`src/source/cache_geom_pkg.sv`:
```
package cache_geom_pkg;

    localparam int ADDR_W         = 32;
    localparam int DATA_W         = 32;
    localparam int WORDS_PER_LINE = 4;
    localparam int MAX_LINES      = 16;

    // byte offsets inside a word and inside a line
    localparam int WORD_OFFS_W = $clog2(DATA_W / 8);
    localparam int LINE_OFFS_W = $clog2(WORDS_PER_LINE * DATA_W / 8);

    typedef logic [ADDR_W-1:0]                      addr_t;
    typedef logic [DATA_W-1:0]                      word_t;
    typedef logic [DATA_W/8-1:0]                    strb_t;
    typedef logic [$clog2(MAX_LINES)-1:0]           line_idx_t;
    typedef logic [$clog2(WORDS_PER_LINE)-1:0]      word_sel_t;
    typedef logic [ADDR_W-LINE_OFFS_W-1:0]          line_addr_t;

    // slot in the upper bits, word in the lower bits
    typedef struct packed {
        line_idx_t slot;
        word_sel_t word;
    } mem_addr_t;

endpackage

```
`src/source/cache_msg_pkg.sv`:
```
package cache_msg_pkg;

    // result of a directory lookup
    typedef enum logic [1:0] {
        hit,
        miss_clean,
        miss_dirty
    } lookup_status_t;

    typedef enum logic {
        op_fill,
        op_writeback
    } line_op_t;

    typedef struct packed {
        cache_geom_pkg::addr_t addr;
        cache_geom_pkg::word_t data;
        cache_geom_pkg::strb_t strb;
    } wr_req_t;

    // command to the outside memory
    typedef struct packed {
        line_op_t                   op;
        cache_geom_pkg::line_addr_t line_addr;
    } fetch_cmd_t;

    // one access to the line store
    typedef struct packed {
        logic                      we;
        cache_geom_pkg::mem_addr_t addr;
        cache_geom_pkg::word_t     data;
        cache_geom_pkg::strb_t     strb;
    } mem_req_t;

endpackage

```
`src/source/tag_directory.sv`:
```
`timescale 1ns/1ps

module tag_directory #(
    parameter int line_count = 4
) (
    input  logic                           clk,
    input  logic                           rst_n,
    input  cache_geom_pkg::addr_t          lookup_addr,
    input  logic                           alloc,
    input  logic                           install,
    input  logic                           mark_dirty,
    output cache_msg_pkg::lookup_status_t  status,
    output cache_geom_pkg::line_idx_t      slot,
    output cache_geom_pkg::line_addr_t     victim_addr
);
    import cache_geom_pkg::*;
    import cache_msg_pkg::*;

    logic [MAX_LINES-1:0] valid_q;
    logic [MAX_LINES-1:0] dirty_q;
    line_addr_t           tag_q [MAX_LINES];
    line_idx_t            ptr_q;
    line_addr_t           lookup_line;
    logic                 is_hit;
    line_idx_t            hit_slot;

    assign lookup_line = lookup_addr[ADDR_W-1:LINE_OFFS_W];

    always_comb begin
        is_hit   = 1'b0;
        hit_slot = '0;
        for (int i = 0; i < line_count; i++) begin
            if (valid_q[i] && tag_q[i] == lookup_line) begin
                is_hit   = 1'b1;
                hit_slot = line_idx_t'(i);
            end
        end
    end

    // on a miss the round-robin pointer names the victim
    assign slot        = is_hit ? hit_slot : ptr_q;
    assign victim_addr = tag_q[ptr_q];

    always_comb begin
        if (is_hit) begin
            status = hit;
        end else if (valid_q[ptr_q] && dirty_q[ptr_q]) begin
            status = miss_dirty;
        end else begin
            status = miss_clean;
        end
    end

    always_ff @(posedge clk or negedge rst_n) begin
        if (!rst_n) begin
            valid_q <= '0;
            dirty_q <= '0;
            ptr_q   <= '0;
        end else if (alloc) begin
            // victim leaves the directory while it moves
            valid_q[ptr_q] <= 1'b0;
            dirty_q[ptr_q] <= 1'b0;
        end else if (install) begin
            valid_q[ptr_q] <= 1'b1;
            dirty_q[ptr_q] <= 1'b0;
            ptr_q          <= (ptr_q == line_idx_t'(line_count - 1)) ? '0 : ptr_q + 1'b1;
        end else if (mark_dirty) begin
            dirty_q[slot] <= 1'b1;
        end
    end

    always_ff @(posedge clk) begin
        if (install) begin
            tag_q[ptr_q] <= lookup_line;
        end
    end

endmodule

```
`src/source/mem_arbiter.sv`:
```
`timescale 1ns/1ps

module mem_arbiter #(
    parameter int num_clients = 2
) (
    input  logic [num_clients-1:0]                         req,
    input  cache_msg_pkg::mem_req_t [num_clients-1:0]      acc,
    output logic [num_clients-1:0]                         gnt,
    output cache_msg_pkg::mem_req_t                        mem_acc
);

    logic found;

    // lowest index wins
    always_comb begin
        gnt     = '0;
        mem_acc = '0;
        found   = 1'b0;
        for (int i = 0; i < num_clients; i++) begin
            if (req[i] && !found) begin
                found   = 1'b1;
                gnt[i]  = 1'b1;
                mem_acc = acc[i];
            end
        end
    end

endmodule

```
`src/source/line_store.sv`:
```
`timescale 1ns/1ps

module line_store (
    input  logic                     clk,
    input  cache_msg_pkg::mem_req_t  mem_acc,
    input  logic                     mem_en,
    output cache_geom_pkg::word_t    rdata
);
    import cache_geom_pkg::*;

    word_t mem [WORDS_PER_LINE * MAX_LINES];

    always_ff @(posedge clk) begin
        if (mem_en) begin
            if (mem_acc.we) begin
                for (int b = 0; b < DATA_W / 8; b++) begin
                    if (mem_acc.strb[b]) begin
                        mem[mem_acc.addr][b*8 +: 8] <= mem_acc.data[b*8 +: 8];
                    end
                end
            end else begin
                rdata <= mem[mem_acc.addr];
            end
        end
    end

endmodule

```
`src/source/wr_ctrl.sv`:
```
`timescale 1ns/1ps

module wr_ctrl #(
    parameter int line_count = 4
) (
    input  logic                           clk,
    input  logic                           rst_n,
    input  logic                           wr_valid,
    input  cache_msg_pkg::wr_req_t         wr_req,
    input  cache_msg_pkg::lookup_status_t  status,
    input  cache_geom_pkg::line_idx_t      slot,
    input  cache_geom_pkg::line_addr_t     victim_addr,
    input  logic                           move_done,
    input  logic                           gnt,
    output logic                           wr_ready,
    output logic                           wr_done,
    output cache_geom_pkg::addr_t          lookup_addr,
    output logic                           alloc,
    output logic                           install,
    output logic                           mark_dirty,
    output logic                           move_start,
    output cache_msg_pkg::line_op_t        move_op,
    output cache_geom_pkg::line_idx_t      move_slot,
    output cache_geom_pkg::line_addr_t     move_line,
    output logic                           mem_req,
    output cache_msg_pkg::mem_req_t        mem_acc
);
    import cache_geom_pkg::*;
    import cache_msg_pkg::*;

    typedef enum logic [2:0] {
        st_idle,
        st_lookup,
        st_move,
        st_install,
        st_write,
        st_done
    } state_t;

    state_t  state;
    state_t  next_state;
    wr_req_t req_q;
    logic    start_wb;
    logic    start_fill;

    if (line_count > MAX_LINES) begin : g_count_check
        $error("line_count exceeds MAX_LINES");
    end

    assign wr_ready    = (state == st_idle);
    assign wr_done     = (state == st_done);
    assign lookup_addr = req_q.addr;
    assign alloc       = (state == st_lookup) && (status != hit);
    assign install     = (state == st_install);
    assign mem_req     = (state == st_write);
    assign mark_dirty  = mem_req && gnt;

    assign mem_acc.we        = 1'b1;
    assign mem_acc.addr.slot = slot;
    assign mem_acc.addr.word = req_q.addr[LINE_OFFS_W-1:WORD_OFFS_W];
    assign mem_acc.data      = req_q.data;
    assign mem_acc.strb      = req_q.strb;

    // dirty victim goes out first, the fill follows its move_done
    assign start_wb   = (state == st_lookup) && (status == miss_dirty);
    assign start_fill = ((state == st_lookup) && (status == miss_clean)) ||
                        ((state == st_move) && move_done && (move_op == op_writeback));

    always_comb begin
        next_state = state;
        case (state)
            st_idle: begin
                if (wr_valid) begin
                    next_state = st_lookup;
                end
            end
            st_lookup: begin
                next_state = (status == hit) ? st_write : st_move;
            end
            st_move: begin
                if (move_done && move_op == op_fill) begin
                    next_state = st_install;
                end
            end
            st_install: begin
                next_state = st_write;
            end
            st_write: begin
                if (gnt) begin
                    next_state = st_done;
                end
            end
            default: begin
                next_state = st_idle;
            end
        endcase
    end

    always_ff @(posedge clk or negedge rst_n) begin
        if (!rst_n) begin
            state      <= st_idle;
            move_start <= 1'b0;
        end else begin
            state      <= next_state;
            move_start <= start_wb || start_fill;
        end
    end

    always_ff @(posedge clk) begin
        if (wr_valid && wr_ready) begin
            req_q <= wr_req;
        end
    end

    always_ff @(posedge clk) begin
        if (state == st_lookup) begin
            move_slot <= slot;
        end
        if (start_wb) begin
            move_op   <= op_writeback;
            move_line <= victim_addr;
        end else if (start_fill) begin
            move_op   <= op_fill;
            move_line <= req_q.addr[ADDR_W-1:LINE_OFFS_W];
        end
    end

endmodule

```
`src/source/line_mover.sv`:
```
`timescale 1ns/1ps

module line_mover (
    input  logic                        clk,
    input  logic                        rst_n,
    input  logic                        move_start,
    input  cache_msg_pkg::line_op_t     move_op,
    input  cache_geom_pkg::line_idx_t   move_slot,
    input  cache_geom_pkg::line_addr_t  move_line,
    input  logic                        fetch_gnt,
    input  logic                        fill_valid,
    input  cache_geom_pkg::word_t       fill_data,
    input  logic                        gnt,
    input  cache_geom_pkg::word_t       rdata,
    output logic                        move_done,
    output logic                        fetch_req,
    output cache_msg_pkg::fetch_cmd_t   fetch_cmd,
    output logic                        wb_valid,
    output cache_geom_pkg::word_t       wb_data,
    output logic                        mem_req,
    output cache_msg_pkg::mem_req_t     mem_acc
);
    import cache_geom_pkg::*;
    import cache_msg_pkg::*;

    typedef enum logic [2:0] {
        m_idle,
        m_cmd,
        m_wb,
        m_drain,
        m_fill,
        m_done
    } state_t;

    state_t    state;
    line_idx_t slot_q;
    word_sel_t cnt_q;
    logic      fill_pend;
    word_t     fill_q;
    logic      last_word;
    logic      step;

    assign fetch_req = (state == m_cmd);
    assign move_done = (state == m_done);
    assign mem_req   = (state == m_wb) || (state == m_fill && fill_pend);
    assign step      = mem_req && gnt;
    assign last_word = (cnt_q == word_sel_t'(WORDS_PER_LINE - 1));

    assign mem_acc.we        = (state == m_fill);
    assign mem_acc.addr.slot = slot_q;
    assign mem_acc.addr.word = cnt_q;
    assign mem_acc.data      = fill_q;
    assign mem_acc.strb      = '1;

    // read data lands one cycle after each granted read
    assign wb_data = rdata;

    always_ff @(posedge clk or negedge rst_n) begin
        if (!rst_n) begin
            state     <= m_idle;
            cnt_q     <= '0;
            wb_valid  <= 1'b0;
            fill_pend <= 1'b0;
        end else begin
            wb_valid  <= (state == m_wb) && gnt;
            fill_pend <= (state == m_fill) && fill_valid;
            if (step) begin
                cnt_q <= cnt_q + 1'b1;
            end
            case (state)
                m_idle: begin
                    if (move_start) begin
                        state <= m_cmd;
                    end
                end
                m_cmd: begin
                    if (fetch_gnt) begin
                        cnt_q <= '0;
                        state <= (fetch_cmd.op == op_writeback) ? m_wb : m_fill;
                    end
                end
                m_wb: begin
                    if (step && last_word) begin
                        state <= m_drain;
                    end
                end
                m_drain: begin
                    state <= m_done;
                end
                m_fill: begin
                    if (step && last_word) begin
                        state <= m_done;
                    end
                end
                default: begin
                    state <= m_idle;
                end
            endcase
        end
    end

    always_ff @(posedge clk) begin
        if (state == m_idle && move_start) begin
            slot_q              <= move_slot;
            fetch_cmd.op        <= move_op;
            fetch_cmd.line_addr <= move_line;
        end
        if (fill_valid) begin
            fill_q <= fill_data;
        end
    end

endmodule

```
`src/source/wr_cache_top.sv`:
```
`timescale 1ns/1ps

module wr_cache_top (
    input  logic                       clk,
    input  logic                       rst_n,
    input  logic                       wr_valid,
    input  cache_msg_pkg::wr_req_t     wr_req,
    output logic                       wr_ready,
    output logic                       wr_done,
    output logic                       fetch_req,
    output cache_msg_pkg::fetch_cmd_t  fetch_cmd,
    input  logic                       fetch_gnt,
    output logic                       wb_valid,
    output cache_geom_pkg::word_t      wb_data,
    input  logic                       fill_valid,
    input  cache_geom_pkg::word_t      fill_data
);
    import cache_geom_pkg::*;
    import cache_msg_pkg::*;

    localparam int line_count  = 4;
    localparam int num_clients = 2;

    addr_t            lookup_addr;
    logic             alloc;
    logic             install;
    logic             mark_dirty;
    lookup_status_t   status;
    line_idx_t        slot;
    line_addr_t       victim_addr;
    logic             move_start;
    line_op_t         move_op;
    line_idx_t        move_slot;
    line_addr_t       move_line;
    logic             move_done;
    logic             ctrl_mem_req;
    mem_req_t         ctrl_mem_acc;
    logic             mover_mem_req;
    mem_req_t         mover_mem_acc;
    logic [num_clients-1:0] arb_gnt;
    mem_req_t         store_acc;
    word_t            rdata;

    tag_directory #(.line_count(line_count)) u_dir (
        .clk(clk), .rst_n(rst_n), .lookup_addr(lookup_addr), .alloc(alloc),
        .install(install), .mark_dirty(mark_dirty), .status(status), .slot(slot),
        .victim_addr(victim_addr)
    );

    wr_ctrl #(.line_count(line_count)) u_ctrl (
        .clk(clk), .rst_n(rst_n), .wr_valid(wr_valid), .wr_req(wr_req),
        .status(status), .slot(slot), .victim_addr(victim_addr), .move_done(move_done),
        .gnt(arb_gnt[1]), .wr_ready(wr_ready), .wr_done(wr_done),
        .lookup_addr(lookup_addr), .alloc(alloc), .install(install),
        .mark_dirty(mark_dirty), .move_start(move_start), .move_op(move_op),
        .move_slot(move_slot), .move_line(move_line), .mem_req(ctrl_mem_req),
        .mem_acc(ctrl_mem_acc)
    );

    line_mover u_mover (
        .clk(clk), .rst_n(rst_n), .move_start(move_start), .move_op(move_op),
        .move_slot(move_slot), .move_line(move_line), .fetch_gnt(fetch_gnt),
        .fill_valid(fill_valid), .fill_data(fill_data), .gnt(arb_gnt[0]),
        .rdata(rdata), .move_done(move_done), .fetch_req(fetch_req),
        .fetch_cmd(fetch_cmd), .wb_valid(wb_valid), .wb_data(wb_data),
        .mem_req(mover_mem_req), .mem_acc(mover_mem_acc)
    );

    // mover is client 0 and always wins
    mem_arbiter #(.num_clients(num_clients)) u_arb (
        .req({ctrl_mem_req, mover_mem_req}), .acc({ctrl_mem_acc, mover_mem_acc}),
        .gnt(arb_gnt), .mem_acc(store_acc)
    );

    line_store u_store (
        .clk(clk), .mem_acc(store_acc), .mem_en(|arb_gnt), .rdata(rdata)
    );

endmodule

```
`config.mk`:
```
export PLATFORM = sky130hd
export DESIGN_NAME = wr_cache_top
export DESIGN_NICKNAME = d
export VERILOG_FILES = /design/src/source/cache_geom_pkg.sv /design/src/source/cache_msg_pkg.sv /design/src/source/tag_directory.sv /design/src/source/mem_arbiter.sv /design/src/source/line_store.sv /design/src/source/wr_ctrl.sv /design/src/source/line_mover.sv /design/src/source/wr_cache_top.sv
export SDC_FILE = /design/constraint.sdc
export NUM_CORES = 2
export LEC_CHECK = 0
export BUFFER_PORTS_ARGS = -buffer_cell sky130_fd_sc_hd__buf_2
export CAP_MARGIN = 15
export CELL_PAD_IN_SITES_DETAIL_PLACEMENT = 1
export CELL_PAD_IN_SITES_GLOBAL_PLACEMENT = 2
export CORE_MARGIN = 10
export CORE_UTILIZATION = 35
export CTS_CLUSTER_SIZE = 10
export DETAILED_ROUTE_END_ITERATION = 8
export GPL_ROUTABILITY_DRIVEN = 0
export PLACE_DENSITY_LB_ADDON = 0.2
export SLEW_MARGIN = 20
export SYNTH_ARGS = -nofsm -noshare
export SYNTH_HDL_FRONTEND = slang
export SYNTH_HIERARCHICAL = 1
export SYNTH_SLANG_ARGS = --single-unit
```
`constraint.sdc`:
```
create_clock -name clk -period 8.1 [get_ports clk]
set_input_delay 1.215 -clock clk [delete_from_list [all_inputs] [get_ports clk]]
set_output_delay 1.215 -clock clk [all_outputs]
set_load 0.05 [all_outputs]
```
==> flow_summary.yaml <==
status:
  status: "finished clean"
clock_tree:
  cts.repair.resized: 0
  cts.sinks: 2739
  clk_pin_slew_ns: 0.05
  htree_levels: 5
  postCtsSetupBuffers: 0
  clockBufferDepth: 4
  numCtsBuffers: 322
  insertion_delay_ns: 0.92
  cts_hold_buf: 0
  cts_tree: "done"
  root_buffer: "clkbuf_16"
critical_path:
  crit_path_end_kind: "flip-flop"
  critPathKind: "flip-flop to flip-flop"
  critPathTopFamily: "simple AND/OR/NAND/NOR gates"
  crit_arrival_ns: 7.31
  required_ns: 8.62
  path_buf_inv: 2
  setup.worst_path.start_class: "flip-flop"
  path_cells: "xnor2_1, nand4_1, or4_4, nor4_4, o21ba_2, o21bai_1, a22o_4, inv_6, nor3_2, buf_4, nand2_1, nor2_1"
  cp_max_fo: 44
  slowest_delay_ns: 0.95
  slowest_stage: "nor2_1"
job:
  max-cap-violations: 0
pwr:
  peakVddDrop_uv: 224
  p_int_mw: 27.1
  p_sw_mw: 12.4
  combPwrFrac_pct: 22.6
  seqPwrFrac_pct: 44.7
  swShare_pct: 31.5
  power_density_mw_per_mm2: 322
  p_leak_nw: 38.6
  clkPwrFrac_pct: 32.7
finish:
  areaGrowthSynthToFinish_pct: 15.0
  nets: 6601
  design_area_mm2: 0.123
  post-route-util_pct: 40.5
  final_layout_size_suffix_gt1_share_pct: 20.0
timing:
  post-route-period-util_pct: 83.8
  hold_ws_ns: 0.419
  hold_viol_final: 0
  post-route-min-period_ns: 6.79
  rsz0062_at_grt: "no"
  finalSetupViolations: 0
  slew_headroom_pct: 17.0
  setup_tns_ns: 0
  drv_slew: 0
  fin_worst_skew_ns: 0.0485
  clock.fmax_mhz: 147
  tightest_slew_ns: 1.25
placed_design:
  io_buffers: 167
  place_area_mm2: 0.114
  hpwl_mm: 238
grt:
  antenna_found_initial: 29
  grt_pass1_vias: 63400
  grt_max_degree: 100
  grt_usage_pct: 22.4
  grt_first_pass_wirelength_mm: 521
  gr-total-overflow: 0
synthesis:
  syn-cell-area_mm2: 0.107
  ys_warn_count: 6
  avgSynthCellArea_um2: 17.6
  syn_inst: 6077
floorplanning:
  dieArea_mm2: 0.328
  start_util_pct: 35.2
  core-area_mm2: 0.303
  die_x_um: 572
  io_pins: 170
  rows: 202
  die_y_um: 572
route:
  wl_per_cell_um: 35.6
  vias: 62000
  ant_nets: 0
  drt-initial-drc-count: 6920
  drcViolationCount: 0
  drtPass1Iterations: 6
  drt-total-wl_mm: 377
  vias_per_cell: 5.85
hold_path:
  hold_path.class: "flip-flop to flip-flop"
[cell usage in the layout (no fill, tap or decap), drive strengths merged, types with 33 or more instances in the layout]
cell type and count:
a211oi 37, a21oi 103, a221o 54, a221oi 295, a22o 83, a22oi 323
buf 582, clkbuf 397, dfrtp 47, edfxtp 2691, mux2 114, mux2i 232
mux4 145, nand2 166, nand4 44, nor2 400, nor3 47, o21ai 146
o22ai 165, o32ai 33, xnor2 77, xor2 34
[through the flow]
stage          worst slack [ns]  power (mW)  instances
2_1_floorplan              3.51        22.9       6080
3_3_place_gp               1.43        26.8      10100
3_5_place_dp               1.43        26.9      10100
4_1_cts                    1.37        39.9      10600
5_1_grt                    1.21        40.8      10600
6_report                   1.31        39.5      10600
[area by class of cell]
type	count	area [um^2]
Fill cell	29400	180000
Timing Repair Buffer	582	4190
Sequential cell	2739	82000
Clock inverter	38	333
Multi-Input combinational cell	2825	22700
Inverter	21	88.8
Tap cell	3978	4980
Antenna cell	15	37.5
Clock buffer	397	8550
[power by group through the flow]
| stage | sequential (mW) | clock (mW) | combinational (mW) |
|---|---|---|---|
| global route | 17.7 | 13.7 | 9.39 |
| floorplan | 17.8 | 0 | 5.09 |
| finish | 17.7 | 12.9 | 8.93 |
| CTS | 17.7 | 13.2 | 9.00 |
| global placement | 18.0 | 0 | 8.88 |
| detailed placement | 18.0 | 0 | 8.98 |
[path summary, 6_finish.rpt]
check | startpoint | endpoint | slack, ns | cells past startpoint
max in group asynchronous | rst_n | u_dir/ptr_q[1]$_DFFE_PN0P_ | 7.09 | 2
min | u_ctrl/move_slot[3]$_DFFE_PN_ | u_mover/slot_q[3]$_DFFE_PP_ | 0.42 | 0
max reg2reg | u_ctrl/lookup_addr[5]$_DFFE_PP_ | u_store/mem[20][25]$_DFFE_PP_ | 1.31 | 12
max | u_ctrl/lookup_addr[5]$_DFFE_PP_ | u_store/mem[20][25]$_DFFE_PP_ | 1.31 | 12
min reg2reg | u_ctrl/move_slot[3]$_DFFE_PN_ | u_mover/slot_q[3]$_DFFE_PP_ | 0.42 | 0
min in group asynchronous | rst_n | asynchronous set/reset pin | 0.48 | 2
[flip-flops by register name, summed over array words and instances (netlist names), 28 cells and up, named ones only]
name                flops
u_mover/fetch_cmd      29
u_store/rdata          32
u_ctrl/move_line       28
u_ctrl/mem_acc         36
u_store/mem          2048
u_mover/fill_q         32
u_dir/tag_q           448
u_ctrl/lookup_addr     30
[worst reg2reg max path, stage by stage, from the launching register on]
cell and delay, ns:
edfxtp_1 0.68, xnor2_1 0.38, nand4_1 0.14, or4_4 0.52, nor4_4 0.62, o21ba_2 0.25
o21bai_1 0.28, a22o_4 0.67, inv_6 0.43, nor3_2 0.73, buf_4 0.34, nand2_1 0.44
nor2_1 0.96
[layer usage]
| metal | vias to the layer above | global-route usage (%) | share of wire [%] |
|---|---|---|---|
| met4 | 14 | 8.43 | 4.1 |
| met5 | - | 0 | 0.033 |
| met1 | 33500 | 30.8 | 43 |
| met2 | 2290 | 35.6 | 46 |
| met3 | 586 | 3.87 | 6.5 |
| li1 | 25700 | - | - |
No activity file was read; power rests on OpenSTA's default activity.
